[config.mk]
export PLATFORM = sky130hd
export DESIGN_NAME = ctrl_core
export DESIGN_NICKNAME = d
export VERILOG_FILES = /design/src/design/fabric_pkg.sv /design/src/design/ctrl_core.sv
export SDC_FILE = /design/constraint.sdc
export NUM_CORES = 1
export LEC_CHECK = 0
export ABC_AREA = 1
export BUFFER_PORTS_ARGS = -buffer_cell sky130_fd_sc_hd__buf_2
export CORE_MARGIN = 2
export CORE_UTILIZATION = 25
export CTS_CLUSTER_SIZE = 30
export DETAILED_ROUTE_END_ITERATION = 10
export PLACE_DENSITY_LB_ADDON = 0.05
export SLEW_MARGIN = 20
export SYNTH_ARGS = -nofsm -noshare
export SYNTH_HDL_FRONTEND = slang
export SYNTH_SLANG_ARGS = --single-unit
[constraint.sdc]
create_clock -name clk -period 1.4 [get_ports clk]
set_input_delay 0.28 -clock clk [delete_from_list [all_inputs] [get_ports clk]]
set_output_delay 0.28 -clock clk [all_outputs]
set_load 0.005 [all_outputs]
[src/design/fabric_pkg.sv]
// Shared memory map, register offsets and address views for the bus fabric, used by scoped names
`default_nettype none

package fabric_pkg;

  // --------------------------------------------------------------------------
  // Top level areas, selected by address bits 31:30
  // --------------------------------------------------------------------------
  localparam logic [1:0] area_rom      = 2'h0;
  localparam logic [1:0] area_ram      = 2'h1;
  localparam logic [1:0] area_reserved = 2'h2;
  localparam logic [1:0] area_mmio     = 2'h3;

  // MMIO core prefixes, address bits 29:24
  localparam logic [5:0] core_timer = 6'h01;
  localparam logic [5:0] core_touch = 6'h04;
  localparam logic [5:0] core_ctrl  = 6'h3f;

  // Timer registers
  localparam logic [7:0] timer_addr_ctrl      = 8'h08;
  localparam logic [7:0] timer_addr_status    = 8'h09;
  localparam logic [7:0] timer_addr_prescaler = 8'h0a;
  localparam logic [7:0] timer_addr_value     = 8'h0b;

  // Touch sense registers
  localparam logic [7:0] touch_addr_status = 8'h09;

  // Control core registers
  localparam logic [7:0] ctrl_addr_name     = 8'h00;
  localparam logic [7:0] ctrl_addr_app_mode = 8'h08;
  localparam logic [7:0] ctrl_addr_led      = 8'h09;
  localparam logic [7:0] ctrl_addr_gpio     = 8'h0a;

  // Reads back as "app1"
  localparam logic [31:0] ctrl_name_value = 32'h6170_7031;

  // First word of the firmware-only RAM quarter
  localparam logic [7:0] ram_fw_base = 8'hc0;

  // One master address, seen either as an area or as an MMIO register
  typedef union packed {
    struct packed {
      logic [1:0]  area;
      logic [29:0] rest;
    } area_view;
    struct packed {
      logic [1:0]  area;
      logic [5:0]  core;
      logic [13:0] unused;
      logic [7:0]  offset;
      logic [1:0]  byte_sel;
    } mmio_view;
  } cpu_addr_t;

endpackage

`default_nettype wire

[src/design/ctrl_core.sv]
// Control core with identity, sticky app mode flag, RGB LEDs and GPIO pairs
`default_nettype none
`timescale 1ns/1ps

module ctrl_core (
  input  logic        clk,
  input  logic        reset_n,
  input  logic        cs,
  input  logic        we,
  input  logic [7:0]  address,
  input  logic [31:0] write_data,
  input  logic        gpio1,
  input  logic        gpio2,
  output logic [31:0] read_data,
  output logic        fw_app_mode,
  output logic        led_r,
  output logic        led_g,
  output logic        led_b,
  output logic        gpio3,
  output logic        gpio4
);

  logic [2:0] led_reg;
  logic [1:0] gpio_out;
  logic [1:0] gpio_meta;
  logic [1:0] gpio_sync;

  assign led_r = led_reg[2];
  assign led_g = led_reg[1];
  assign led_b = led_reg[0];
  assign gpio3 = gpio_out[0];
  assign gpio4 = gpio_out[1];

  // --------------------------------------------------------------------------
  // Registers
  // --------------------------------------------------------------------------
  always_ff @(posedge clk) begin
    if (!reset_n) begin
      fw_app_mode <= 1'b0;
      led_reg     <= 3'h0;
      gpio_out    <= 2'h0;
      gpio_meta   <= 2'h0;
      gpio_sync   <= 2'h0;
    end else begin
      gpio_meta <= {gpio2, gpio1};
      gpio_sync <= gpio_meta;

      if (cs && we) begin
        case (address)
          // Once set, only reset brings the core back to firmware mode
          fabric_pkg::ctrl_addr_app_mode: fw_app_mode <= 1'b1;
          fabric_pkg::ctrl_addr_led:      led_reg <= write_data[2:0];
          fabric_pkg::ctrl_addr_gpio:     gpio_out <= write_data[3:2];
          default: ;
        endcase
      end
    end
  end

  // Read mux
  always_comb begin
    case (address)
      fabric_pkg::ctrl_addr_name:     read_data = fabric_pkg::ctrl_name_value;
      fabric_pkg::ctrl_addr_app_mode: read_data = {31'h0, fw_app_mode};
      fabric_pkg::ctrl_addr_led:      read_data = {29'h0, led_reg};
      fabric_pkg::ctrl_addr_gpio:     read_data = {28'h0, gpio_out, gpio_sync};
      default:                        read_data = 32'h0;
    endcase
  end

endmodule

`default_nettype wire

Yosys cells after proc, flatten, opt, wreduce, memory -nomap -nowiden
Index checks and enable logic that the tools add are counted.
{"block": "classes", "n_eq_ne": 3, "muxes": 1, "n_reduce_logical": 5}
{"cell": "$pmux W31 S4", "n": 1}
{"cell": "$eq A8 B4 Y1 const B", "n": 3}
{"cell": "$logic_not A8 Y1", "n": 1}
{"cell": "$reduce_and A2 Y1", "n": 3}
{"cell": "$logic_and A1 B1 Y1", "n": 1}
{"block": "totals", "regBits": 10, "in_bits": 46, "wordCells": 14}

Depth between registers and ports, before layout
{"block": "depth", "word_depth": 2, "depth_mapped": 8}

Worst setup path before layout
Ideal clock, no wire load.
{"block": "synth_path", "path_type": "in2out", "start": "input address[7]", "end": "output read_data[12]", "t_arrival_ps": 1142, "required_ps": 1120, "slack_ps": -22, "path_stages": 4, "path_cell_list": "nor2_1 > nand2_2 > nor2_1 > buf_4"}
{"block": "synth_via", "elab_chain_len": 2}
{"item": "start: declaration", "line": "ctrl_core.sv:10", "rtl": "input logic [7:0] address,"}
{"item": "$eq A8 B4 Y1 / $logic_not A8 Y1 (equally long branches)", "line": "ctrl_core.sv:62", "rtl": "case (address)"}
{"item": "$pmux W31 S4 *", "line": "ctrl_core.sv:62"}
{"item": "end: declaration", "line": "ctrl_core.sv:14", "rtl": "output logic [31:0] read_data,"}
Mark *: on every way between the ends. The rest lies on a longest branch, timed or not.

Worst setup path in the final report
{"block": "layout_path", "start": "input address[4]", "end": "output read_data[0]"}
Same word-level chain as after synthesis.

==> metrics.txt <==
# TYPE chip_impl_metric gauge
chip_impl_metric{name="synth.distinct_cells",unit=""} 16
chip_impl_info{name="timing_worst_setup_path_type",value="primary input to primary output"} 1
chip_impl_metric{name="instances_no_fill",unit=""} 196
chip_impl_info{name="rsz0062_at_grt",value="yes"} 1
chip_impl_metric{name="top_level_port_count",unit=""} 84
chip_impl_metric{name="final-setup-viol-count",unit=""} 0
chip_impl_metric{name="largest_reg_flops",unit=""} 3
chip_impl_info{name="leading_cell_type_in_the_layout_fill_and_taps_excluded",value="sky130_fd_sc_hd__buf_2"} 1
chip_impl_metric{name="placement.cell_area",unit="sq um"} 918.4
chip_impl_metric{name="total_switching_power",unit="mW"} 0.1746
chip_impl_metric{name="clock_latency",unit="ns"} 0.27
chip_impl_metric{name="synth.avg_cell_area",unit="sq um"} 6.276
chip_impl_metric{name="layout.filler_cells",unit=""} 343
chip_impl_metric{name="critPathArrivalTime",unit="ns"} 1.05
chip_impl_info{name="start_kind",value="primary input"} 1
chip_impl_metric{name="placed_cell_count",unit=""} 190
chip_impl_info{name="root_buffer",value="sky130_fd_sc_hd__clkbuf_4"} 1
chip_impl_metric{name="hold-path-cell-count",unit=""} 3
chip_impl_metric{name="grt_use_total",unit="%"} 9.369
chip_impl_metric{name="drc",unit=""} 0
chip_impl_metric{name="final_area",unit="sq um"} 1051
chip_impl_metric{name="insertedDiodeCount",unit=""} 0
chip_impl_metric{name="hpwlAfterDp",unit="mm"} 1.274
chip_impl_metric{name="cts_max_path_buffers",unit=""} 2
chip_impl_metric{name="design.die.area",unit="sq um"} 3575
chip_impl_metric{name="synth.yosys.warnings",unit=""} 0
chip_impl_metric{name="r2r_cells",unit=""} 4
chip_impl_metric{name="cts_num_sinks",unit=""} 10
chip_impl_metric{name="cellLeakagePower",unit="nW"} 0.6407
chip_impl_metric{name="final.hold.worst_slack",unit="ns"} 0.1771
chip_impl_metric{name="overflow",unit=""} 0
chip_impl_metric{name="cts-buffers-inserted",unit=""} 3
chip_impl_metric{name="synthesis.instances",unit=""} 124
chip_impl_metric{name="gpl.final_weighted_congestion",unit=""} 0.7274
chip_impl_info{name="run_status",value="finished, final reports clean"} 1
chip_impl_metric{name="cp_max_fo",unit=""} 5
chip_impl_metric{name="finalCriticalPeriod",unit="ns"} 1.328
chip_impl_metric{name="maxSlewViolCount",unit=""} 0
chip_impl_metric{name="h_tree_level_count",unit=""} 1
chip_impl_metric{name="p_sw_share",unit="%"} 25.89
chip_impl_metric{name="internal_power",unit="mW"} 0.5000
chip_impl_metric{name="via_count",unit=""} 726
chip_impl_info{name="worst_hold_path.endpoint",value="gpio_meta[1]$_SDFF_PN0_"} 1
chip_impl_metric{name="antenna_left",unit=""} 0
chip_impl_metric{name="timing.final.hold_violations",unit=""} 0
chip_impl_metric{name="grt_pass1_vias",unit=""} 616
chip_impl_metric{name="numPortBuffers",unit=""} 38
chip_impl_metric{name="drv.max_cap_violation_count",unit=""} 0
chip_impl_metric{name="finalSetupTns",unit="ns"} 0
chip_impl_metric{name="post-synth-top-area-fraction",unit="%"} 26.05
chip_impl_metric{name="detail_route.first_pass.iterations",unit=""} 4
chip_impl_info{name="rr_endpoint",value="led_reg[0]$_SDFFE_PN0P_"} 1
chip_impl_metric{name="initial_utilization",unit="%"} 25.92
chip_impl_metric{name="synth_area",unit="sq um"} 778.2
chip_impl_metric{name="yosys_reg_bits",unit=""} 10
chip_impl_metric{name="fp-row-count",unit=""} 20
chip_impl_info{name="synth_area_leaders",value="sky130_fd_sc_hd__buf_4 (26%), sky130_fd_sc_hd__dfxtp_1 (26%), sky130_fd_sc_hd__nand2_1 (13%)"} 1
chip_impl_metric{name="sequential_share_of_power",unit="%"} 43.1
chip_impl_metric{name="fmaxAchievable",unit="MHz"} 753.0
chip_impl_metric{name="first_pass_grt_wire_length",unit="mm"} 2.421
chip_impl_info{name="timing.hold.worst.start",value="gpio2"} 1
chip_impl_metric{name="crit_required",unit="ns"} 1.12
chip_impl_info{name="clock_tree_from_tritoncts",value="done"} 1
chip_impl_info{name="critical_path.reg2reg.startpoint",value="led_reg[0]$_SDFFE_PN0P_"} 1
chip_impl_metric{name="post-route-period-util",unit="%"} 94.86
chip_impl_info{name="hold_path.class",value="primary input to register"} 1
chip_impl_metric{name="powerDensity",unit="nW/um^2"} 641.8
chip_impl_metric{name="cts_hold_buffers",unit=""} 0
chip_impl_metric{name="skew",unit="ns"} 0.006562
chip_impl_metric{name="synth.yosys.seq_area_share",unit="%"} 25.72
chip_impl_metric{name="comb_power_share",unit="%"} 16.9
chip_impl_metric{name="power.ir.vdd_worst",unit="mV"} 0.3380
chip_impl_metric{name="setup.reg_to_reg.worst_slack",unit="ns"} 0.75
chip_impl_metric{name="finalWirelength",unit="mm"} 1.618
chip_impl_metric{name="die-height",unit="um"} 59.80
chip_impl_info{name="yosys.area.top_type",value="sky130_fd_sc_hd__buf_4"} 1
chip_impl_metric{name="core_area",unit="sq um"} 3003
chip_impl_metric{name="floorplan.die.width",unit="um"} 59.80
chip_impl_metric{name="power.share.clock",unit="%"} 40.0
chip_impl_metric{name="wl_per_cell",unit="um"} 8.255
chip_impl_metric{name="area_growth",unit="%"} 35.05
chip_impl_metric{name="drt_via_density",unit=""} 3.704
chip_impl_info{name="end_kind",value="primary output"} 1
chip_impl_metric{name="cts.clk_slew.worst_paths",unit="ns"} 0.08
chip_impl_metric{name="drt-initial-drc-count",unit=""} 21
chip_impl_metric{name="grt_antenna_before_repair",unit=""} 0
chip_impl_metric{name="drive_above_1_share",unit="%"} 41.10
chip_impl_metric{name="finish.net_count",unit=""} 210
chip_impl_metric{name="maximum_number_of_pins_on_one_net_before_global_route_repair",unit=""} 12
chip_impl_info{name="most-common-layout-cells",value="sky130_fd_sc_hd__buf_2 (32), sky130_fd_sc_hd__nand2_1 (25), sky130_fd_sc_hd__inv_1 (24), sky130_fd_sc_hd__conb_1 (17)"} 1
## per-stage QoR
step                util (%)  setup slack, ns  total power, mW
finish                 35.00          0.07201           0.6746
global route           35.00         -0.02661           0.7115
CTS                    32.46         0.001235           0.6644
detailed placement     30.58         -0.09534           0.3880
global placement       30.58         -0.09638           0.3869
floorplan                  -           0.1314           0.3785
## cells in the mapped netlist (all sizes together)
| cell type | n |
|---|---|
| o21ai | 1 |
| buf | 27 |
| nor2 | 17 |
| inv | 27 |
| nand2 | 29 |
| clkbuf | 1 |
| conb | 1 |
| dfxtp | 10 |
| o2111ai | 1 |
| nand3 | 8 |
| nand4 | 1 |
| a21boi | 1 |
## layout make-up
type / count / area, sq um / share of cell area (%)
Timing Repair Buffer: 47 / 291.5 / 27.74
Sequential cell: 10 / 200.2 / 19.05
Multi-Input combinational cell: 75 / 377.9 / 35.95
Clock buffer: 4 / 36.28 / 3.452
Tap cell: 33 / 41.29 / 3.929
Inverter: 27 / 103.9 / 9.881
## metal layers
layer | track usage (%) | routed length (um) | up-vias
met2 | 14.44 | 750 | 32
met5 | 0 | 0 | -
met4 | 6.667 | 42 | 0
met3 | 2.597 | 103 | 5
met1 | 11.07 | 721 | 297
li1 | - | - | 392
## how the worst max path moves through the flow
stage | startpoint | endpoint | cells after the start
4_1_cts | address[2] | read_data[0] | 9
2_1_floorplan | address[7] | read_data[12] | 4
5_1_grt | address[1] | read_data[0] | 10
3_5_place_dp | address[5] | read_data[0] | 9
3_3_place_gp | address[7] | read_data[0] | 9
6_report | address[4] | read_data[0] | 9
## kinds of logic after synthesis
logic type             after synthesis  synth area share (%)
flip-flops                          10                 25.72
other                                1                0.4819
AO/OA/AOI/OAI                        3                 3.216
buffers and inverters               55                 39.55
AND/OR/NAND/NOR                     55                 31.03
## worst max-delay path, cell delays in order
cell                      delay, ns
sky130_fd_sc_hd__buf_6         0.10
sky130_fd_sc_hd__nor2_4        0.11
sky130_fd_sc_hd__nand2_4       0.10
sky130_fd_sc_hd__nor2_4        0.18
sky130_fd_sc_hd__nand2_2       0.05
sky130_fd_sc_hd__nand2_1       0.05
sky130_fd_sc_hd__inv_1         0.03
sky130_fd_sc_hd__nand2_1       0.05
sky130_fd_sc_hd__buf_2         0.11
## power groups by stage
| stage | Clock [mW] | Sequential (mW) | Combinational [mW] |
|---|---|---|---|
| finish | 0.270 | 0.291 | 0.114 |
| global placement | 0 | 0.298 | 0.0892 |
| CTS | 0.282 | 0.291 | 0.0916 |
| floorplan | 0 | 0.298 | 0.0809 |
| global route | 0.293 | 0.291 | 0.128 |
| detailed placement | 0 | 0.298 | 0.0903 |
## what timing repair did
item	4_1_cts	5_1_grt
pin swaps	2	8
endpoints found under the hold margin	0	0
resized for setup	1	18
setup endpoints to repair	4	15
buffers inserted	2	0
cloned	0	0
(Power assumes the default switching activity.)
