`src/design/fabric_pkg.sv`:
```
// Shared memory map, register offsets and address views for the bus fabric, used by scoped names
`default_nettype none

package fabric_pkg;

  // --------------------------------------------------------------------------
  // Top level areas, selected by address bits 31:30
  // --------------------------------------------------------------------------
  localparam logic [1:0] area_rom      = 2'h0;
  localparam logic [1:0] area_ram      = 2'h1;
  localparam logic [1:0] area_reserved = 2'h2;
  localparam logic [1:0] area_mmio     = 2'h3;

  // MMIO core prefixes, address bits 29:24
  localparam logic [5:0] core_timer = 6'h01;
  localparam logic [5:0] core_touch = 6'h04;
  localparam logic [5:0] core_ctrl  = 6'h3f;

  // Timer registers
  localparam logic [7:0] timer_addr_ctrl      = 8'h08;
  localparam logic [7:0] timer_addr_status    = 8'h09;
  localparam logic [7:0] timer_addr_prescaler = 8'h0a;
  localparam logic [7:0] timer_addr_value     = 8'h0b;

  // Touch sense registers
  localparam logic [7:0] touch_addr_status = 8'h09;

  // Control core registers
  localparam logic [7:0] ctrl_addr_name     = 8'h00;
  localparam logic [7:0] ctrl_addr_app_mode = 8'h08;
  localparam logic [7:0] ctrl_addr_led      = 8'h09;
  localparam logic [7:0] ctrl_addr_gpio     = 8'h0a;

  // Reads back as "app1"
  localparam logic [31:0] ctrl_name_value = 32'h6170_7031;

  // First word of the firmware-only RAM quarter
  localparam logic [7:0] ram_fw_base = 8'hc0;

  // One master address, seen either as an area or as an MMIO register
  typedef union packed {
    struct packed {
      logic [1:0]  area;
      logic [29:0] rest;
    } area_view;
    struct packed {
      logic [1:0]  area;
      logic [5:0]  core;
      logic [13:0] unused;
      logic [7:0]  offset;
      logic [1:0]  byte_sel;
    } mmio_view;
  } cpu_addr_t;

endpackage

`default_nettype wire

```
`src/design/touch_sense.sv`:
```
// Touch input synchronizer that latches a rising edge until software clears the status
`default_nettype none
`timescale 1ns/1ps

module touch_sense (
  input  logic        clk,
  input  logic        reset_n,
  input  logic        touch_event,
  input  logic        cs,
  input  logic        we,
  input  logic [7:0]  address,
  output logic [31:0] read_data
);

  logic touch_meta;
  logic touch_sync;
  logic touch_prev;
  logic touch_rise;
  logic event_flag;

  assign touch_rise = touch_sync && !touch_prev;

  // --------------------------------------------------------------------------
  // Synchronizer and sticky event
  // --------------------------------------------------------------------------
  always_ff @(posedge clk) begin
    if (!reset_n) begin
      touch_meta <= 1'b0;
      touch_sync <= 1'b0;
      touch_prev <= 1'b0;
      event_flag <= 1'b0;
    end else begin
      touch_meta <= touch_event;
      touch_sync <= touch_meta;
      touch_prev <= touch_sync;

      // A fresh edge beats a clear in the same cycle
      if (touch_rise) begin
        event_flag <= 1'b1;
      end else if (cs && we && (address == fabric_pkg::touch_addr_status)) begin
        event_flag <= 1'b0;
      end
    end
  end

  always_comb begin
    if (address == fabric_pkg::touch_addr_status) begin
      read_data = {31'h0, event_flag};
    end else begin
      read_data = 32'h0;
    end
  end

endmodule

`default_nettype wire

```
`config.mk`:
```
export PLATFORM = sky130hd
export DESIGN_NAME = touch_sense
export DESIGN_NICKNAME = d
export VERILOG_FILES = /design/src/design/fabric_pkg.sv /design/src/design/touch_sense.sv
export SDC_FILE = /design/constraint.sdc
export NUM_CORES = 1
export LEC_CHECK = 0
export ABC_AREA = 1
export BUFFER_PORTS_ARGS = -buffer_cell sky130_fd_sc_hd__clkbuf_2
export CORE_MARGIN = 4
export CORE_UTILIZATION = 30
export DETAILED_ROUTE_END_ITERATION = 7
export GPL_TIMING_DRIVEN = 1
export PLACE_DENSITY = 0.75
export SYNTH_ARGS = -nofsm -noshare
export SYNTH_HDL_FRONTEND = slang
export SYNTH_SLANG_ARGS = --single-unit
```
`constraint.sdc`:
```
create_clock -name clk -period 0.8 [get_ports clk]
set_input_delay 0.08 -clock clk [delete_from_list [all_inputs] [get_ports clk]]
set_output_delay 0.08 -clock clk [all_outputs]
set_load 0.1 [all_outputs]
```
Word level (Yosys, flattened, before mapping)
Index checks and enable logic that the tools add are counted.
{"block": "classes", "multipliers": 0, "mux": 3, "n_addsub": 0, "order_cmp": 0, "n_eq_ne": 1, "div_mod_pow": 0, "shifts": 0, "reduce_logical": 5, "bitwise_logic": 0}
{"operator": "$eq 8x4->1 const B", "n": 1}
{"operator": "$logic_and 1x1->1", "n": 3}
{"operator": "$mux 1", "n": 3}
{"operator": "$reduce_bool 2->1", "n": 1}
{"operator": "$logic_not 1->1", "n": 1}
{"block": "totals", "romBits": 0, "n_memories": 0, "elab_cells": 13, "mem_bits_rw": 0, "latch_bits": 0, "register_bits": 4}

Longest topological paths before layout
Gate-level depths: netlist of run 1.
{"block": "depth", "depth_word": 4, "depth_mapped": 6}

Least setup slack after synthesis of run 1
Ideal clock, no wire load.
{"block": "synth_timing", "kind": "register to output", "start": "register event_flag", "end": "output port read_data[0]", "path_stages_with_launch": 2, "required_time_ns": 0.720, "path_buffers": 0, "setup_slack_ns": -0.366, "t_arrival_ns": 1.086, "path_cell_list": "dfxtp_1 -> and3_1"}
{"block": "synth_via", "elab_chain_len": 1}
{"item": "start, declared", "line": "touch_sense.sv:19", "source": "logic event_flag;"}
{"item": "start signal, assigned", "line": "touch_sense.sv:31", "source": "event_flag <= 1'b0;"}
{"item": "start signal, assigned", "line": "touch_sense.sv:39", "source": "event_flag <= 1'b1;"}
{"item": "start signal, assigned", "line": "touch_sense.sv:41", "source": "event_flag <= 1'b0;"}
{"item": "$mux 1", "line": "touch_sense.sv:47", "source": "if (address == fabric_pkg::touch_addr_status) begin"}
{"item": "end, declared", "line": "touch_sense.sv:12", "source": "output logic [31:0] read_data"}
Every way passes these cells.

Final worst setup path of run 1
Ends and elaborated chain as after synthesis.

==> results of run 1 <==
==> flip-flops by register name, summed over array words and instances (netlist names) <==
register    count
touch_meta      1
event_flag      1
touch_sync      1
touch_prev      1
==> per-layer routing <==
layer	share of wire	global-route usage
met4	0.041	0.0877
met3	0.23	0.0395
met1	0.24	0.0424
met2	0.49	0.100
met5	0	0
==> per-stage QoR <==
stage	hold slack [ns]	setup WS [ns]	utilization	TNS (ns)	instances
3_5_place_dp	0.266	-0.0466	0.321	-0.0466	92
4_1_cts	0.0237	-0.207	0.339	-0.207	95
5_1_grt	0.0369	-0.233	0.339	-0.233	95
6_report	0.0311	-0.193	0.339	-0.193	95
3_3_place_gp	0.262	-0.0458	0.321	-0.0458	92
2_1_floorplan	0.173	0.0390	-	0	93
==> logic make-up after synthesis <==
group                  Yosys count  synth area share
flip-flops                       4             0.189
buffers and inverters           42             0.646
other                            1           0.00884
AND/OR/NAND/NOR                 16             0.156
==> worst max-delay path, cell delays in order, from the launching register on <==
cell and delay [ns]:
dfxtp_2 0.32, and3_4 0.19, buf_12 0.17
==> repair_timing <==
item / 4_1_cts / 5_1_grt
pin swaps: 0 / 0
hold buffers: 0 / 0
gates resized for setup: 1 / 0
hold endpoints to repair: 0 / 0
setup endpoints to repair: 1 / 1
==> placed cells by master, fill, tap and decap left out <==
master | netlist | layout
dfxtp_1 | 4 | 3
nor2_1 | 2 | 2
buf_4 | 31 | 2
clkbuf_4 | 0 | 3
nand2_1 | 11 | 11
or2_0 | 1 | 1
inv_1 | 11 | 11
and3_4 | 0 | 1
clkbuf_2 | 0 | 12
buf_12 | 0 | 1
dfxtp_2 | 0 | 1
nand3_1 | 1 | 1
conb_1 | 1 | 31
==> cell type report <==
type / count / area [µm²]
Fill cell: 145 / 871
Multi-Input combinational cell: 47 / 188
Timing Repair Buffer: 15 / 95.1
Sequential cell: 4 / 81.3
Inverter: 11 / 41.3
Clock buffer: 3 / 22.5
Tap cell: 15 / 18.8
==> worst max-delay path by stage <==
stage / from / endpoint / slack, ns / cells past startpoint
finish: event_flag / read_data[0] / -0.19 / 2
global route: event_flag / read_data[0] / -0.23 / 2
CTS: event_flag / read_data[0] / -0.21 / 2
detailed placement: address[4] / read_data[0] / -0.05 / 6
global placement: address[5] / read_data[0] / -0.05 / 6
floorplan: event_flag / read_data[0] / 0.04 / 1
==> report_power, final <==
group	switching (µW)	internal [µW]
registers	3.00	210
logic	655	33.2
clock network	71.3	167
==> flow_summary.json, run 1 <==
{
  "cts_buffers": 3,
  "setup_viol": 1,
  "wl_per_cell_um": 6.46,
  "violations": "setup timing",
  "setup_slack_ns": -0.193,
  "diodes": 0,
  "grt_start_max_net_pins": 5,
  "hold_depth": 3,
  "period_minus_slack_ns": 0.993,
  "fp.dieH_um": 45.6,
  "rsz0062_at_grt": "yes",
  "report.final.hold_viol_count": 0,
  "status": "finished with violations",
  "core.rowCount": 13,
  "synthFlopType": "dfxtp_1",
  "core_mm2": 0.00132,
  "reg2reg_slack_ns": 0.15,
  "nets": 95,
  "power_density_mw_per_mm2": 2550,
  "min_to": "touch_meta",
  "drive_gt1_frac": 0.250,
  "p_leak_uw": 0.000324,
  "route.vias.total": 300,
  "drv_cap": 0,
  "yosys_register_bits": 4,
  "clk_latency_ns": 0.23,
  "h-tree-depth": 1,
  "grt_first_pass_wirelength_um": 800,
  "synth_top_area_cell": "buf_4",
  "crit_fanout": 2,
  "place.gp.congestion": 0.568,
  "synth_area_leaders": "buf_4 55%, dfxtp_1 19%, inv_1 9.7%, nand2_1 9.7%, nor2_1 1.8%",
  "cts.path.max_buffers": 2,
  "synth.top_cells.by_count": "31 x buf_4, 11 x inv_1, 11 x nand2_1",
  "synth_top_area_share": 0.549,
  "syn2layout_area_growth_pct": 5.31,
  "clk_pin_slew_ns": 0.03,
  "start_util": 0.322,
  "ff2ff_path_depth": 3,
  "grt_pass1_vias": 210,
  "design_area_um2": 447,
  "ys_async_sr_fraction": 0,
  "power_uw": 1140,
  "clock_sinks": 4,
  "worst_r2r_startpoint": "touch_sync",
  "vdd_drop_max_uv": 1010,
  "drt_iter0_markers": 0,
  "numPortBuffers": 13,
  "crit_arrival_ns": 0.91,
  "first_pass_iters": 1,
  "routed_via_density": 3.16,
  "fmax_ghz": 1.01,
  "drv_slew": 0,
  "die_area_mm2": 0.00208,
  "critPathRequiredTime_ns": 0.72,
  "ys_types": 9,
  "critPathKind": "flop to output port",
  "rr_endpoint": "event_flag",
  "antenna_left": 0,
  "synthesis.area_um2": 424,
  "cts_root_buf": "clkbuf_4",
  "placed_cell_area_um2": 423,
  "dieWidth_um": 45.6,
  "ys_seq_area_frac": 0.189,
  "finalClockSkew_ns": 0.000957,
  "synth-edff-count": 0,
  "cts_tree": "yes",
  "hp-class": "input pin to flop",
  "antenna_found_initial": 0,
  "hp-start": "touch_event",
  "postCtsSetupRepairBufs": 0,
  "ioPinCount": 45,
  "yosysWarnings": 0,
  "endpoint_kind": "output port",
  "syn_inst": 63,
  "wl_um": 614,
  "min_period_over_period": 1.24,
  "remaining_drc_errors": 0,
  "grt_use_total": 0.0636,
  "grt_overflow": 0,
  "syn_area_per_cell_um2": 6.73,
  "yosysMostFrequentCell": "buf_4",
  "crit_path_start_kind": "flop",
  "dp_hpwl_um": 587
}
Note: power is estimated with default switching activity, not from simulation.
==> run 2, diff against run 1 <==
==> constraint.sdc (replaced) <==
create_clock -name clk -period 0.8 [get_ports clk]
set_input_delay 0.08 -clock clk [delete_from_list [all_inputs] [get_ports clk]]
set_output_delay 0.08 -clock clk [all_outputs]
set_load 0.005 [all_outputs]
==> run 2 against run 1 <==
Net effect: the run still ends with setup timing left; die area unchanged; via count is 3.0% lower; sequential share of layout area increased by 0.69 points; clock power barely moved; highest routed layer is now met3.
==> flow_summary.json, run 2 (synthesized netlist as in run 1, its figures left out) <==
{
  "hold_slack_ns": 0.0325,
  "drv_slew": 0,
  "p_sw_uw": 135,
  "route.vias.total": 291,
  "violations": "setup timing",
  "diodes": 0,
  "final_cell_mix": "31 x conb_1, 12 x clkbuf_2, 11 x inv_1, 11 x nand2_1",
  "max_stage_delay_ns": 0.31,
  "wl_per_cell_um": 6.00,
  "wl_um": 564,
  "routed_via_density": 3.10,
  "drt_iter0_markers": 0,
  "critPathRequiredTime_ns": 0.72,
  "rr_endpoint": "event_flag",
  "clk_latency_ns": 0.23,
  "vdd_drop_max_uv": 608,
  "grt_overflow": 0,
  "first_pass_iters": 1,
  "antenna_found_initial": 0,
  "remaining_drc_errors": 0,
  "endpoint_kind": "output port",
  "crit_arrival_ns": 0.81,
  "place.gp.congestion": 0.608,
  "final_common_cell": "conb_1",
  "hp-start": "touch_event",
  "finalClockSkew_ns": 0.000988,
  "syn2layout_area_growth_pct": 1.47,
  "cts_root_buf": "clkbuf_4",
  "power_density_mw_per_mm2": 1270,
  "placed_cells": 90,
  "cp-startpoint": "event_flag",
  "report.final.hold_viol_count": 0,
  "clk_pin_slew_ns": 0.04,
  "swShare": 0.248,
  "slowest_stage": "dfxtp_2",
  "cts_tree": "yes",
  "p_comb_frac": 0.168,
  "grt_use_total": 0.0539,
  "tns_ns": -0.0926,
  "grt_pass1_vias": 224,
  "cts.path.max_buffers": 2,
  "rsz0062_at_grt": "yes",
  "min_period_over_period": 1.12,
  "dieWidth_um": 45.6,
  "core_mm2": 0.00132,
  "ff2ff_path_depth": 5,
  "p_leak_uw": 0.000317,
  "postCtsHoldBufs": 0,
  "grt_start_max_net_pins": 5,
  "worst_r2r_startpoint": "event_flag",
  "power_uw": 546,
  "core.rowCount": 13,
  "drv_cap": 0,
  "numPortBuffers": 13,
  "setup_slack_ns": -0.0926,
  "grt_first_pass_wirelength_um": 759,
  "clock_sinks": 4,
  "period_minus_slack_ns": 0.893,
  "start_util": 0.322,
  "crit_path_start_kind": "flop",
  "setup_viol": 1,
  "status": "finished with violations",
  "intPower_uw": 411,
  "die_area_mm2": 0.00208,
  "path_buf_inv": 1,
  "ioPinCount": 45,
  "hp-class": "input pin to flop",
  "drive_gt1_frac": 0.241,
  "path_depth": 2,
  "cpLargestDelayFamily": "flip-flops",
  "crit_fanout": 2,
  "stdcell_count": 94,
  "fmax_ghz": 1.12,
  "pre_cts_ws_ns": 0.0478,
  "critPathKind": "flop to output port",
  "antenna_left": 0,
  "nets": 94,
  "h-tree-depth": 1,
  "power_frac_seq": 0.390,
  "endpoint": "read_data[0]",
  "reg2reg_slack_ns": 0.09,
  "path_cells": "and3_4 > buf_6",
  "pwr-share-clk": 0.442,
  "fp.dieH_um": 45.6,
  "dp_hpwl_um": 530,
  "cts_buffers": 3
}
run 2: per-stage QoR:
stage          utilization  area (µm²)
5_1_grt              0.327         430
3_5_place_dp         0.294         388
2_1_floorplan            -         537
3_3_place_gp         0.294         388
6_report             0.327         430
4_1_cts              0.312         412
run 2: worst min-delay path: stages:
cell	delay, ns
clkbuf_2	0.07
nand2_1	0.04
inv_1	0.04
run 2: what timing repair did:
item                                   in CTS  in global routing
setup endpoints to repair                   1                  1
gates cloned                                0                  0
gates resized for setup                     1                  3
buffers inserted                            0                  1
endpoints found under the hold margin       0                  0
run 2: per-layer routing:
layer | share of wire | vias up | GRT usage | wire [µm]
met4 | 0 | 0 | 0.0526 | 0
li1 | - | 150 | - | -
met3 | 0.20 | 0 | 0.0198 | 115
met1 | 0.23 | 118 | 0.0377 | 129
met2 | 0.57 | 23 | 0.103 | 319
met5 | 0 | - | 0 | 0
run 2: final cells by class:
cell class / instances / area [µm²]
clock buffers: 3 / 22.5
fillers: 150 / 887
inverters: 11 / 41.3
multi-input cells: 47 / 188
flip-flops and latches: 4 / 81.3
well taps: 15 / 18.8
repair buffers: 14 / 78.8
run 2: how the worst min path moves through the flow:
| stage | end | cells after the start | slack, ns |
|---|---|---|---|
| after floorplan | touch_meta | 2 | 0.17 |
| after global placement | touch_meta | 3 | 0.26 |
| after detailed placement | touch_meta | 3 | 0.27 |
| after CTS | touch_meta | 3 | 0.03 |
| after global routing | touch_meta | 3 | 0.04 |
| final | touch_meta | 3 | 0.03 |
run 2: power by group through the flow:
stage	registers (µW)	clock network (µW)	logic, µW
floorplan	214	0	162
global placement	215	0	81.9
detailed placement	215	0	84.4
CTS	213	258	84.9
global route	214	259	113
finish	213	241	91.8
