### config.mk
export PLATFORM = sky130hd
export DESIGN_NAME = timer_core
export DESIGN_NICKNAME = d
export VERILOG_FILES = /design/src/design/fabric_pkg.sv /design/src/design/timer_core.sv
export SDC_FILE = /design/constraint.sdc
export NUM_CORES = 1
export LEC_CHECK = 0
export BUFFER_PORTS_ARGS = -buffer_cell sky130_fd_sc_hd__buf_2
export CORE_MARGIN = 2
export CORE_UTILIZATION = 30
export CTS_CLUSTER_DIAMETER = 200
export DETAILED_ROUTE_END_ITERATION = 16
export GPL_TIMING_DRIVEN = 0
export HOLD_SLACK_MARGIN = 0.03
export SETUP_SLACK_MARGIN = 0.15
export SYNTH_ARGS = -nofsm -noshare
export SYNTH_HDL_FRONTEND = slang
export SYNTH_SLANG_ARGS = --single-unit
### constraint.sdc
create_clock -name clk -period 4.8 [get_ports clk]
set_input_delay 0.72 -clock clk [delete_from_list [all_inputs] [get_ports clk]]
set_output_delay 0.72 -clock clk [all_outputs]
set_load 0.005 [all_outputs]
### src/design/fabric_pkg.sv
// Shared memory map, register offsets and address views for the bus fabric, used by scoped names
`default_nettype none

package fabric_pkg;

  // --------------------------------------------------------------------------
  // Top level areas, selected by address bits 31:30
  // --------------------------------------------------------------------------
  localparam logic [1:0] area_rom      = 2'h0;
  localparam logic [1:0] area_ram      = 2'h1;
  localparam logic [1:0] area_reserved = 2'h2;
  localparam logic [1:0] area_mmio     = 2'h3;

  // MMIO core prefixes, address bits 29:24
  localparam logic [5:0] core_timer = 6'h01;
  localparam logic [5:0] core_touch = 6'h04;
  localparam logic [5:0] core_ctrl  = 6'h3f;

  // Timer registers
  localparam logic [7:0] timer_addr_ctrl      = 8'h08;
  localparam logic [7:0] timer_addr_status    = 8'h09;
  localparam logic [7:0] timer_addr_prescaler = 8'h0a;
  localparam logic [7:0] timer_addr_value     = 8'h0b;

  // Touch sense registers
  localparam logic [7:0] touch_addr_status = 8'h09;

  // Control core registers
  localparam logic [7:0] ctrl_addr_name     = 8'h00;
  localparam logic [7:0] ctrl_addr_app_mode = 8'h08;
  localparam logic [7:0] ctrl_addr_led      = 8'h09;
  localparam logic [7:0] ctrl_addr_gpio     = 8'h0a;

  // Reads back as "app1"
  localparam logic [31:0] ctrl_name_value = 32'h6170_7031;

  // First word of the firmware-only RAM quarter
  localparam logic [7:0] ram_fw_base = 8'hc0;

  // One master address, seen either as an area or as an MMIO register
  typedef union packed {
    struct packed {
      logic [1:0]  area;
      logic [29:0] rest;
    } area_view;
    struct packed {
      logic [1:0]  area;
      logic [5:0]  core;
      logic [13:0] unused;
      logic [7:0]  offset;
      logic [1:0]  byte_sel;
    } mmio_view;
  } cpu_addr_t;

endpackage

`default_nettype wire

### src/design/timer_core.sv
// Down-counting timer with prescaler, started and stopped through its control register
`default_nettype none
`timescale 1ns/1ps

module timer_core (
  input  logic        clk,
  input  logic        reset_n,
  input  logic        cs,
  input  logic        we,
  input  logic [7:0]  address,
  input  logic [31:0] write_data,
  output logic [31:0] read_data
);

  logic [31:0] prescaler;
  logic [31:0] load_value;
  logic [31:0] count;
  logic [31:0] prescale_cnt;
  logic        running;

  // --------------------------------------------------------------------------
  // Count and register writes
  // --------------------------------------------------------------------------
  always_ff @(posedge clk) begin
    if (!reset_n) begin
      prescaler    <= 32'h0;
      load_value   <= 32'h0;
      count        <= 32'h0;
      prescale_cnt <= 32'h0;
      running      <= 1'b0;
    end else begin
      if (running) begin
        if (count == 32'h0) begin
          running <= 1'b0;
        end else if (prescale_cnt == prescaler) begin
          prescale_cnt <= 32'h0;
          count        <= count - 32'h1;
          // Stop on the step that reaches zero
          if (count == 32'h1) begin
            running <= 1'b0;
          end
        end else begin
          prescale_cnt <= prescale_cnt + 32'h1;
        end
      end

      // Software writes win over the count step
      if (cs && we) begin
        case (address)
          fabric_pkg::timer_addr_ctrl: begin
            if (write_data[0]) begin
              count        <= load_value;
              prescale_cnt <= 32'h0;
              running      <= 1'b1;
            end
            if (write_data[1]) begin
              running <= 1'b0;
            end
          end
          fabric_pkg::timer_addr_prescaler: prescaler <= write_data;
          fabric_pkg::timer_addr_value:     load_value <= write_data;
          default: ;
        endcase
      end
    end
  end

  // Read mux
  always_comb begin
    case (address)
      fabric_pkg::timer_addr_status:    read_data = {31'h0, running};
      fabric_pkg::timer_addr_prescaler: read_data = prescaler;
      fabric_pkg::timer_addr_value:     read_data = count;
      default:                          read_data = 32'h0;
    endcase
  end

endmodule

`default_nettype wire

== After elaboration in Yosys (flattened, before gate mapping) ==
Index checks and enable logic that the tools add are counted.
W data, S select, Z words.
Word-level totals
  bits in registers: 129
  logic and storage cells: 38
  input bits: 44
  output and inout bits: 32
Operators by class
  multiplexer cells: 21
  add/subtract/negate cells: 2
  equality and inequality tests: 6
  reduce and logical (&&, ||, !) cells: 4
Operator list (number)
  $mux W32: 12
  $pmux W32 S3: 1
  $add A32 B1 Y32 const B: 1
  $eq A32 B1 Y1 const B: 1
  $eq A32 B32 Y1: 1
  $eq A8 B4 Y1 const B: 4
  $logic_not A32 Y1: 1
  $sub A32 B1 Y32 const B: 1
  $mux W1: 8
  $reduce_and A2 Y1: 2
  $logic_and A1 B1 Y1: 1

== Depth between registers and ports, before layout ==
Gate-level depths: netlist of the first run.
  word-level depth: 9
  mapped depth: 10
  gate-level depth less buffers: 8

== Least setup slack after synthesis of the first run ==
No wires, ideal clock.
  path type: input port to output port
  start point: in address[0]
  end point: out read_data[10]
  data arrival time: 1.751 ns
  path buffers: 2
  setup slack: 2.329 ns
  stages on the path: 4
  path through: clkbuf_1 buf_1 mux2i_1 nor2_1
Between the ends
  word-level cells in the longest chain between the ends: 2
  elaborated cells on any way between the ends: 4
  those cells by class: eq/ne (3); mux (1)
RTL lines
  start, declared: line timer_core.sv:10  | input logic [7:0] address,
  $eq A8 B4 Y1: line timer_core.sv:70  | case (address)
  $pmux W32 S3 (*): line timer_core.sv:70
  end, declared: line timer_core.sv:12  | output logic [31:0] read_data
Mark *: on every way between the ends. The rest lies on a longest branch, timed or not.

== Worst setup path after layout of the first run ==
  start point: in address[2]
  end point: out read_data[5]
Same word-level chain as after synthesis.

==> flow_summary.yaml, run 1 <==
worst_setup_path:
  cpPeakStageDelay_ns: 0.58
  cp_data_arrival_time_ns: 2.74
  worstPathMaxFanout: 10
  crit_slowest_cell: "nor4b_2"
  crit_path_frequent_cell: "buf_2"
  cp_top_family: "simple AND/OR/NAND/NOR gates"
  cp_cell_sequence: "buf_2 > nor4b_2 > nand3_1 > clkbuf_1 > nor2_1 > buf_2"
  end_kind: "primary output"
  crit_path_start_kind: "primary input"
  required_ns: 4.08
  worst-path-buf-inv: 3
  worstSetupPathType: "in2out"
timing:
  relSlewSlack_pct: 39.30
  worst_pin_slew_ns: 0.8986
  fin_crit_ns: 3.460
  tns_ns: 0
  finalCritPeriodShare_pct: 72.09
  final-hold-violation-count: 0
  setup_viol: 0
  slew_viol_final: 0
  fin_hold_ws_ns: 0.4572
  grt_setup_unrepaired: "false"
  max_freq_ghz: 0.2890
  clock_skew_ns: 0.008342
synth:
  synth.area.top_cells: "dfxtp_1 37%, nand2_1 8.5%, xnor2_1 5.8%, a21oi_1 5.3%, nor2_1 4.7%"
  synth_edf_count: 0
  async_reset_ff_share_pct: 0
  synth_cell_types: 61
  synth_area_um2: 6895
  dominantRegCellSynth: "dfxtp_1"
  syn_area_per_cell_um2: 7.862
  postSynthCellCount: 877
  synth-seq-cells: 129
  ys.warnings.count: 0
  ys_seq_area_share_pct: 37.45
  syn_nets: 925
  yosysTopAreaCell: "dfxtp_1"
  yosys.area.top_type_share_pct: 37.45
grt:
  globalRouteTotalUtil_pct: 21.57
  grt_pass1_vias: 6763
  grt_first_pass_wirelength_um: 39270
  grt_max_degree: 17
  grt_overflow: 0
  antenna_found_initial: 0
power_and_ir_drop:
  p_comb_share_pct: 5.5
  swShare_pct: 23.40
  vdd_drop_max_mv: 0.2676
  leakage_nw: 2.955
  power_density_nw_per_um2: 312.0
  p_int_mw: 1.968
  clkPwrFrac_pct: 52.6
  seq_power_share_pct: 41.9
  total_power_mw: 2.569
  p_sw_uw: 601.2
hold_path:
  hold_path_class: "reg2reg"
routing:
  viasPerCell: 5.682
  dr.pass1.iters: 8
  wire_per_inst_um: 20.56
  detail-route-antenna-nets: 0
  drtIter0Drc: 853
  vias: 7210
  post-route-drc-count: 0
  drt_wl_total_um: 26090
cts:
  cts_tree: "done"
  cts.clk_slew.worst_paths_ns: 0.06
  post_cts_buffers: 0
  htreeDepth: 4
  clkSinkCount: 129
  numCtsBuffers: 17
  insertion_delay_ns: 0.43
  holdBufCountCts: 0
  cts_resized: 0
  clock_path_buffers: 2
  cts_root_buf: "clkbuf_16"
run_status:
  status: "finished, final reports clean"
finish:
  diodes: 0
  design_area_um2: 8235
  nets: 1019
  drive_above_1_share_pct: 13.21
  areaGrowthSynthToFinish_pct: 19.43
placement:
  hpwl_um: 19630
  place_area_um2: 7627
  io_buffers: 75
  place.gp.congestion: 0.9142
die:
  die_y_um: 155.6
  num_rows: 55
  die_area_um2: 24210
  io_pins: 76
  die_x_um: 155.6
  initial_core_util_pct: 30.55
  core_um2: 22570
run:
  maxCapViolations: 0
Yosys cell counts, types with 3 or more instances:
cell type  instances
nor2_1            86
dfxtp_1          129
o31ai_1           14
inv_1             11
buf_1              3
o21ai_0           12
xor2_1             7
nand2b_1           3
nor4_1            15
and3_1            11
and2_1             4
nand3b_1           5
a311oi_1          18
a31oi_1            7
or3_1             12
nand4_1           21
nor3_1            17
nor4_2             3
ha_1               4
clkbuf_1          50
nand3_1           30
mux2i_1           31
nand4b_1           5
nand2_1          156
or2_0              3
and4_1             7
or2_2              3
or4_1             22
a41oi_1            4
a2bb2oi_1          4
buf_2             13
xnor2_1           46
a31o_1            10
a21oi_1           73
o41ai_1            5
cells in the final DEF, fill, tap and decap left out, types with 17 or more instances in the layout:
cell type	synthesis	routed
a21oi_1	73	73
a311oi_1	18	18
buf_2	13	88
clkbuf_1	50	53
clkbuf_16	0	17
dfxtp_1	129	129
mux2i_1	31	31
nand2_1	156	156
nand3_1	30	30
nand4_1	21	21
nor2_1	86	86
nor3_1	17	17
or4_1	22	22
xnor2_1	46	46
final cells by class:
cell class                      instances  area, µm²
Inverter                               12      45.04
Multi-Input combinational cell        670       4004
Buffer                                 66      264.0
Clock inverter                          9      130.1
Timing Repair Buffer                   75      375.4
Fill cell                            2395      14340
Sequential cell                       129       2582
Clock buffer                           23      478.0
Tap cell                              285      356.6
per-layer routing:
layer  wire [µm]  GRT usage [%]
met5           0              0
met4         647          7.776
met3        2789          5.167
met2       10620          30.51
met1       12030          31.63
tightest hold or removal path, delay by kind of cell, from the launching register on:
family | cells | cell delay [ns]
and+or+nand+nor | 1 | 0.05
AOI/OAI and AO/OA | 1 | 0.05
DFF | 1 | 0.31
logic make-up (layout without fill, tap and decap cells):
group	Yosys count	count (layout)	share of synthesized area, %
and+or+nand+nor	412	412	29.60
AOI/OAI and AO/OA	169	169	16.35
muxes	32	32	4.663
adders and majority gates	4	4	0.7259
DFF	129	129	37.45
buffers and inverters	78	185	4.482
xor gates and xnor gates	53	53	6.732
metrics by stage:
step	util, %	setup WS [ns]	std cells
after floorplan	-	2.329	877
after global routing	36.49	1.249	1269
after global placement	33.79	1.416	1237
after detailed placement	33.79	1.418	1237
final	36.49	1.340	1269
after CTS	36.49	1.450	1269
registers in the layout, indices dropped and copies added (netlist names):
name	cells
count	32
prescaler	32
prescale_cnt	32
running	1
load_value	32
final timing paths:
| check | startpoint | to | slack (ns) | depth (start not counted) |
|---|---|---|---|---|
| setup / recovery | address[2] | read_data[5] | 1.34 | 6 |
| hold reg to reg | load_value[0] | load_value[0] | 0.46 | 2 |
| hold / removal | load_value[0] | load_value[0] | 0.46 | 2 |
| setup reg to reg | prescale_cnt[24] | count[24] | 1.58 | 9 |
power groups by stage:
| stage | sequential (mW) | clock [mW] | combinational (mW) |
|---|---|---|---|
| 2_1_floorplan | 1.10 | 0 | 0.0690 |
| 3_3_place_gp | 1.10 | 0 | 0.136 |
| 3_5_place_dp | 1.10 | 0 | 0.136 |
| 4_1_cts | 1.08 | 1.36 | 0.137 |
| 5_1_grt | 1.08 | 1.42 | 0.147 |
| 6_report | 1.08 | 1.35 | 0.141 |
No activity file was read; power rests on OpenSTA's default activity.
==> inputs of run 2 (changes only) <==
--- a/config.mk
+++ b/config.mk
@@ -5,6 +5,7 @@
 export SDC_FILE = /design/constraint.sdc
 export NUM_CORES = 1
 export LEC_CHECK = 0
+export ABC_AREA = 1
 export BUFFER_PORTS_ARGS = -buffer_cell sky130_fd_sc_hd__buf_2
 export CORE_MARGIN = 2
 export CORE_UTILIZATION = 30
==> constraint.sdc (replaced) <==
create_clock -name clk -period 3.51 [get_ports clk]
set_input_delay 0.5265 -clock clk [delete_from_list [all_inputs] [get_ports clk]]
set_output_delay 0.5265 -clock clk [all_outputs]
set_load 0.005 [all_outputs]
==> run 2 against run 1 <==
Compared with the run above:
- hold slack got worse by 0.067 ns
- critical path depth rose by 4
- synthesized cell count rose by 28%
- die area rose by 5.8%
- combinational power barely moved
- register-to-register slack got worse by 0.61 ns
- global-route usage fell by 0.29 points
- synthesized area rose by 6.0%
- final cell count rose by 22%
- count of clock-buffer cells in the layout rose by 3
- final area rose by 4.9%
- via count rose by 7.3%
==> flow_summary.yaml, run 2 <==
run_status:
  status: "finished, final reports clean"
synth:
  synth_top_family_by_area: "simple AND/OR/NAND/NOR gates"
  yosys.area_share.simple_pct: 29.49
  yosysTopAreaCell: "dfxtp_1"
  dominantRegCellSynth: "dfxtp_1"
  synthTopCellsByCount: "241 x nand2_1, 155 x inv_1, 129 x dfxtp_1"
  synth_area_um2: 7307
  synth_most_common_cell: "nand2_1"
  synth_compound_area_share_pct: 18.97
  synth.area.top_cells: "dfxtp_1 35%, nand2_1 12%, inv_1 8.0%, a21oi_1 7.3%, nand3_1 6.0%"
  synth_edf_count: 0
  synth_cell_types: 40
  synthAdderAreaFrac_pct: 0.6849
  synth-xor-area-share_pct: 4.075
  async_reset_ff_share_pct: 0
  postSynthCellCount: 1123
  synth-seq-cells: 129
  yosys.area.top_type_share_pct: 35.34
  synth_mux_area_share_pct: 0
  ys_seq_area_share_pct: 35.34
  ys.warnings.count: 0
  syn_area_per_cell_um2: 6.507
  syn_nets: 1171
power_and_ir_drop:
  p_sw_uw: 759.1
  power_density_nw_per_um2: 382.9
  p_int_mw: 2.549
  clkPwrFrac_pct: 51.4
  vdd_drop_max_mv: 0.3027
  p_comb_share_pct: 4.2
  leakage_nw: 3.719
  seq_power_share_pct: 44.3
  swShare_pct: 22.95
routing:
  vias: 7739
  viasPerCell: 4.983
  drtIter0Drc: 611
  post-route-drc-count: 0
  dr.pass1.iters: 5
  drt_wl_total_um: 27230
  detail-route-antenna-nets: 0
  wire_per_inst_um: 17.53
grt:
  grt_pass1_vias: 7294
  grt_overflow: 0
  globalRouteTotalUtil_pct: 21.28
  antenna_found_initial: 0
  grt_max_degree: 17
  grt_first_pass_wirelength_um: 41480
worst_setup_path:
  worstSetupPathType: "in2out"
  worstPathMaxFanout: 10
  crit_slowest_cell: "clkbuf_1"
  end_kind: "primary output"
  crit_path_start_kind: "primary input"
  required_ns: 2.98
  cp_cell_sequence: "buf_2 > nor2_1 > inv_1 > nor2_1 > inv_1 > nor3_1 > clkbuf_1 > nand2_1 > o21ai_0 > buf_2"
  cp_data_arrival_time_ns: 2.51
  cpPeakStageDelay_ns: 0.52
die:
  io_pins: 76
  die_area_um2: 25620
  die_x_um: 160.1
  die_y_um: 160.1
  core_um2: 24110
  initial_core_util_pct: 30.31
  num_rows: 57
timing:
  worst_pin_slew_ns: 0.8901
  setup_viol: 0
  grt_setup_unrepaired: "false"
  max_freq_ghz: 0.3296
  final-hold-violation-count: 0
  setup_ws_ns: 0.4759
  fin_crit_ns: 3.034
  clock_skew_ns: 0.01302
  finalCritPeriodShare_pct: 86.44
  tns_ns: 0
  relSlewSlack_pct: 40.44
  slew_viol_final: 0
finish:
  diodes: 0
  nFillCells: 2696
  final_cell_mix: "241 x nand2_1, 155 x inv_1, 129 x dfxtp_1"
  final_core_util_pct: 35.84
  mostFrequentLayoutCell: "nand2_1"
  drive_above_1_share_pct: 12.69
  nets: 1265
  areaGrowthSynthToFinish_pct: 18.24
run:
  maxCapViolations: 0
cts:
  cts.clk_slew.worst_paths_ns: 0.06
  clock_path_buffers: 2
  numCtsBuffers: 17
  htreeDepth: 4
  cts_root_buf: "clkbuf_16"
  clkSinkCount: 129
  post_cts_buffers: 0
  cts_tree: "done"
  holdBufCountCts: 0
  cts_resized: 0
  insertion_delay_ns: 0.43
placement:
  dpl_worst_slack_ns: 0.5342
  io_buffers: 75
  place.gp.congestion: 1.023
  hpwl_um: 21910
hold_path:
  hold_path_class: "in2reg"
==> run 2: cell count changes after synthesis, moves of 14 or more <==
| cell | change |
|---|---|
| o22ai_1 | +30 |
| a21oi_1 | +34 |
| clkbuf_1 | -14 |
| nand2_1 | +85 |
| or4_1 | -22 |
| a311oi_1 | -18 |
| inv_1 | +144 |
| mux2i_1 | -31 |
| xnor2_1 | -28 |
| o21ai_0 | +71 |
| nand3_1 | +58 |
| inv_2 | +14 |
==> run 2: through the flow <==
stage	cell area, µm²	hold slack [ns]	power [mW]	std cells
after detailed placement	8088	0.4472	1.635	1522
after floorplan	7307	0.4297	1.563	1123
after global placement	8088	0.4413	1.635	1522
after CTS	8640	0.3813	3.325	1553
after global routing	8640	0.4032	3.406	1553
final	8640	0.3906	3.308	1553
==> run 2: area by class of cell <==
type / count / area, µm² / area share, %
plain buffers: 44 / 190.2 / 2.201
clock buffers: 26 / 499.2 / 5.778
clock inverters: 5 / 52.55 / 0.6083
inverters: 172 / 645.6 / 7.473
multi-input cells: 778 / 3889 / 45.01
flip-flops and latches: 129 / 2582 / 29.89
well taps: 324 / 405.4 / 4.692
repair buffers: 75 / 375.4 / 4.345
==> run 2: per-layer routing <==
metal	routed length (µm)	GRT usage, %	vias to the layer above
met4	1482	11.79	0
met2	13070	36.36	252
met5	0	0	-
li1	-	-	3855
met3	1459	3.662	80
met1	11210	25.37	3552
==> run 2: critical path, delay by kind of cell <==
family	cells	cell delay, ns
AOI/OAI and AO/OA	1	0.17
and+or+nand+nor	4	0.87
buffers and inverters	5	0.92
==> run 2: cell families (layout without fill, tap and decap cells) <==
group / after synthesis / after routing
fa+ha+maj: 4 / 4
xor+xnor: 34 / 34
compound gates: 253 / 253
buf+inv: 216 / 322
flops: 129 / 129
simple gates: 487 / 487
==> run 2: power by group through the flow <==
stage	combinational [mW]	sequential, mW	clock (mW)
after floorplan	0.0654	1.50	0
after global placement	0.137	1.50	0
after detailed placement	0.137	1.50	0
after CTS	0.137	1.47	1.72
after global routing	0.152	1.47	1.79
final	0.140	1.47	1.70
==> run 2: final timing paths <==
path | slack, ns | start | cells past startpoint | end
max | 0.48 | address[2] | 10 | read_data[15]
min | 0.39 | write_data[4] | 3 | load_value[4]
min reg2reg | 0.46 | load_value[20] | 2 | load_value[20]
max reg2reg | 0.97 | count[0] | 13 | count[16]
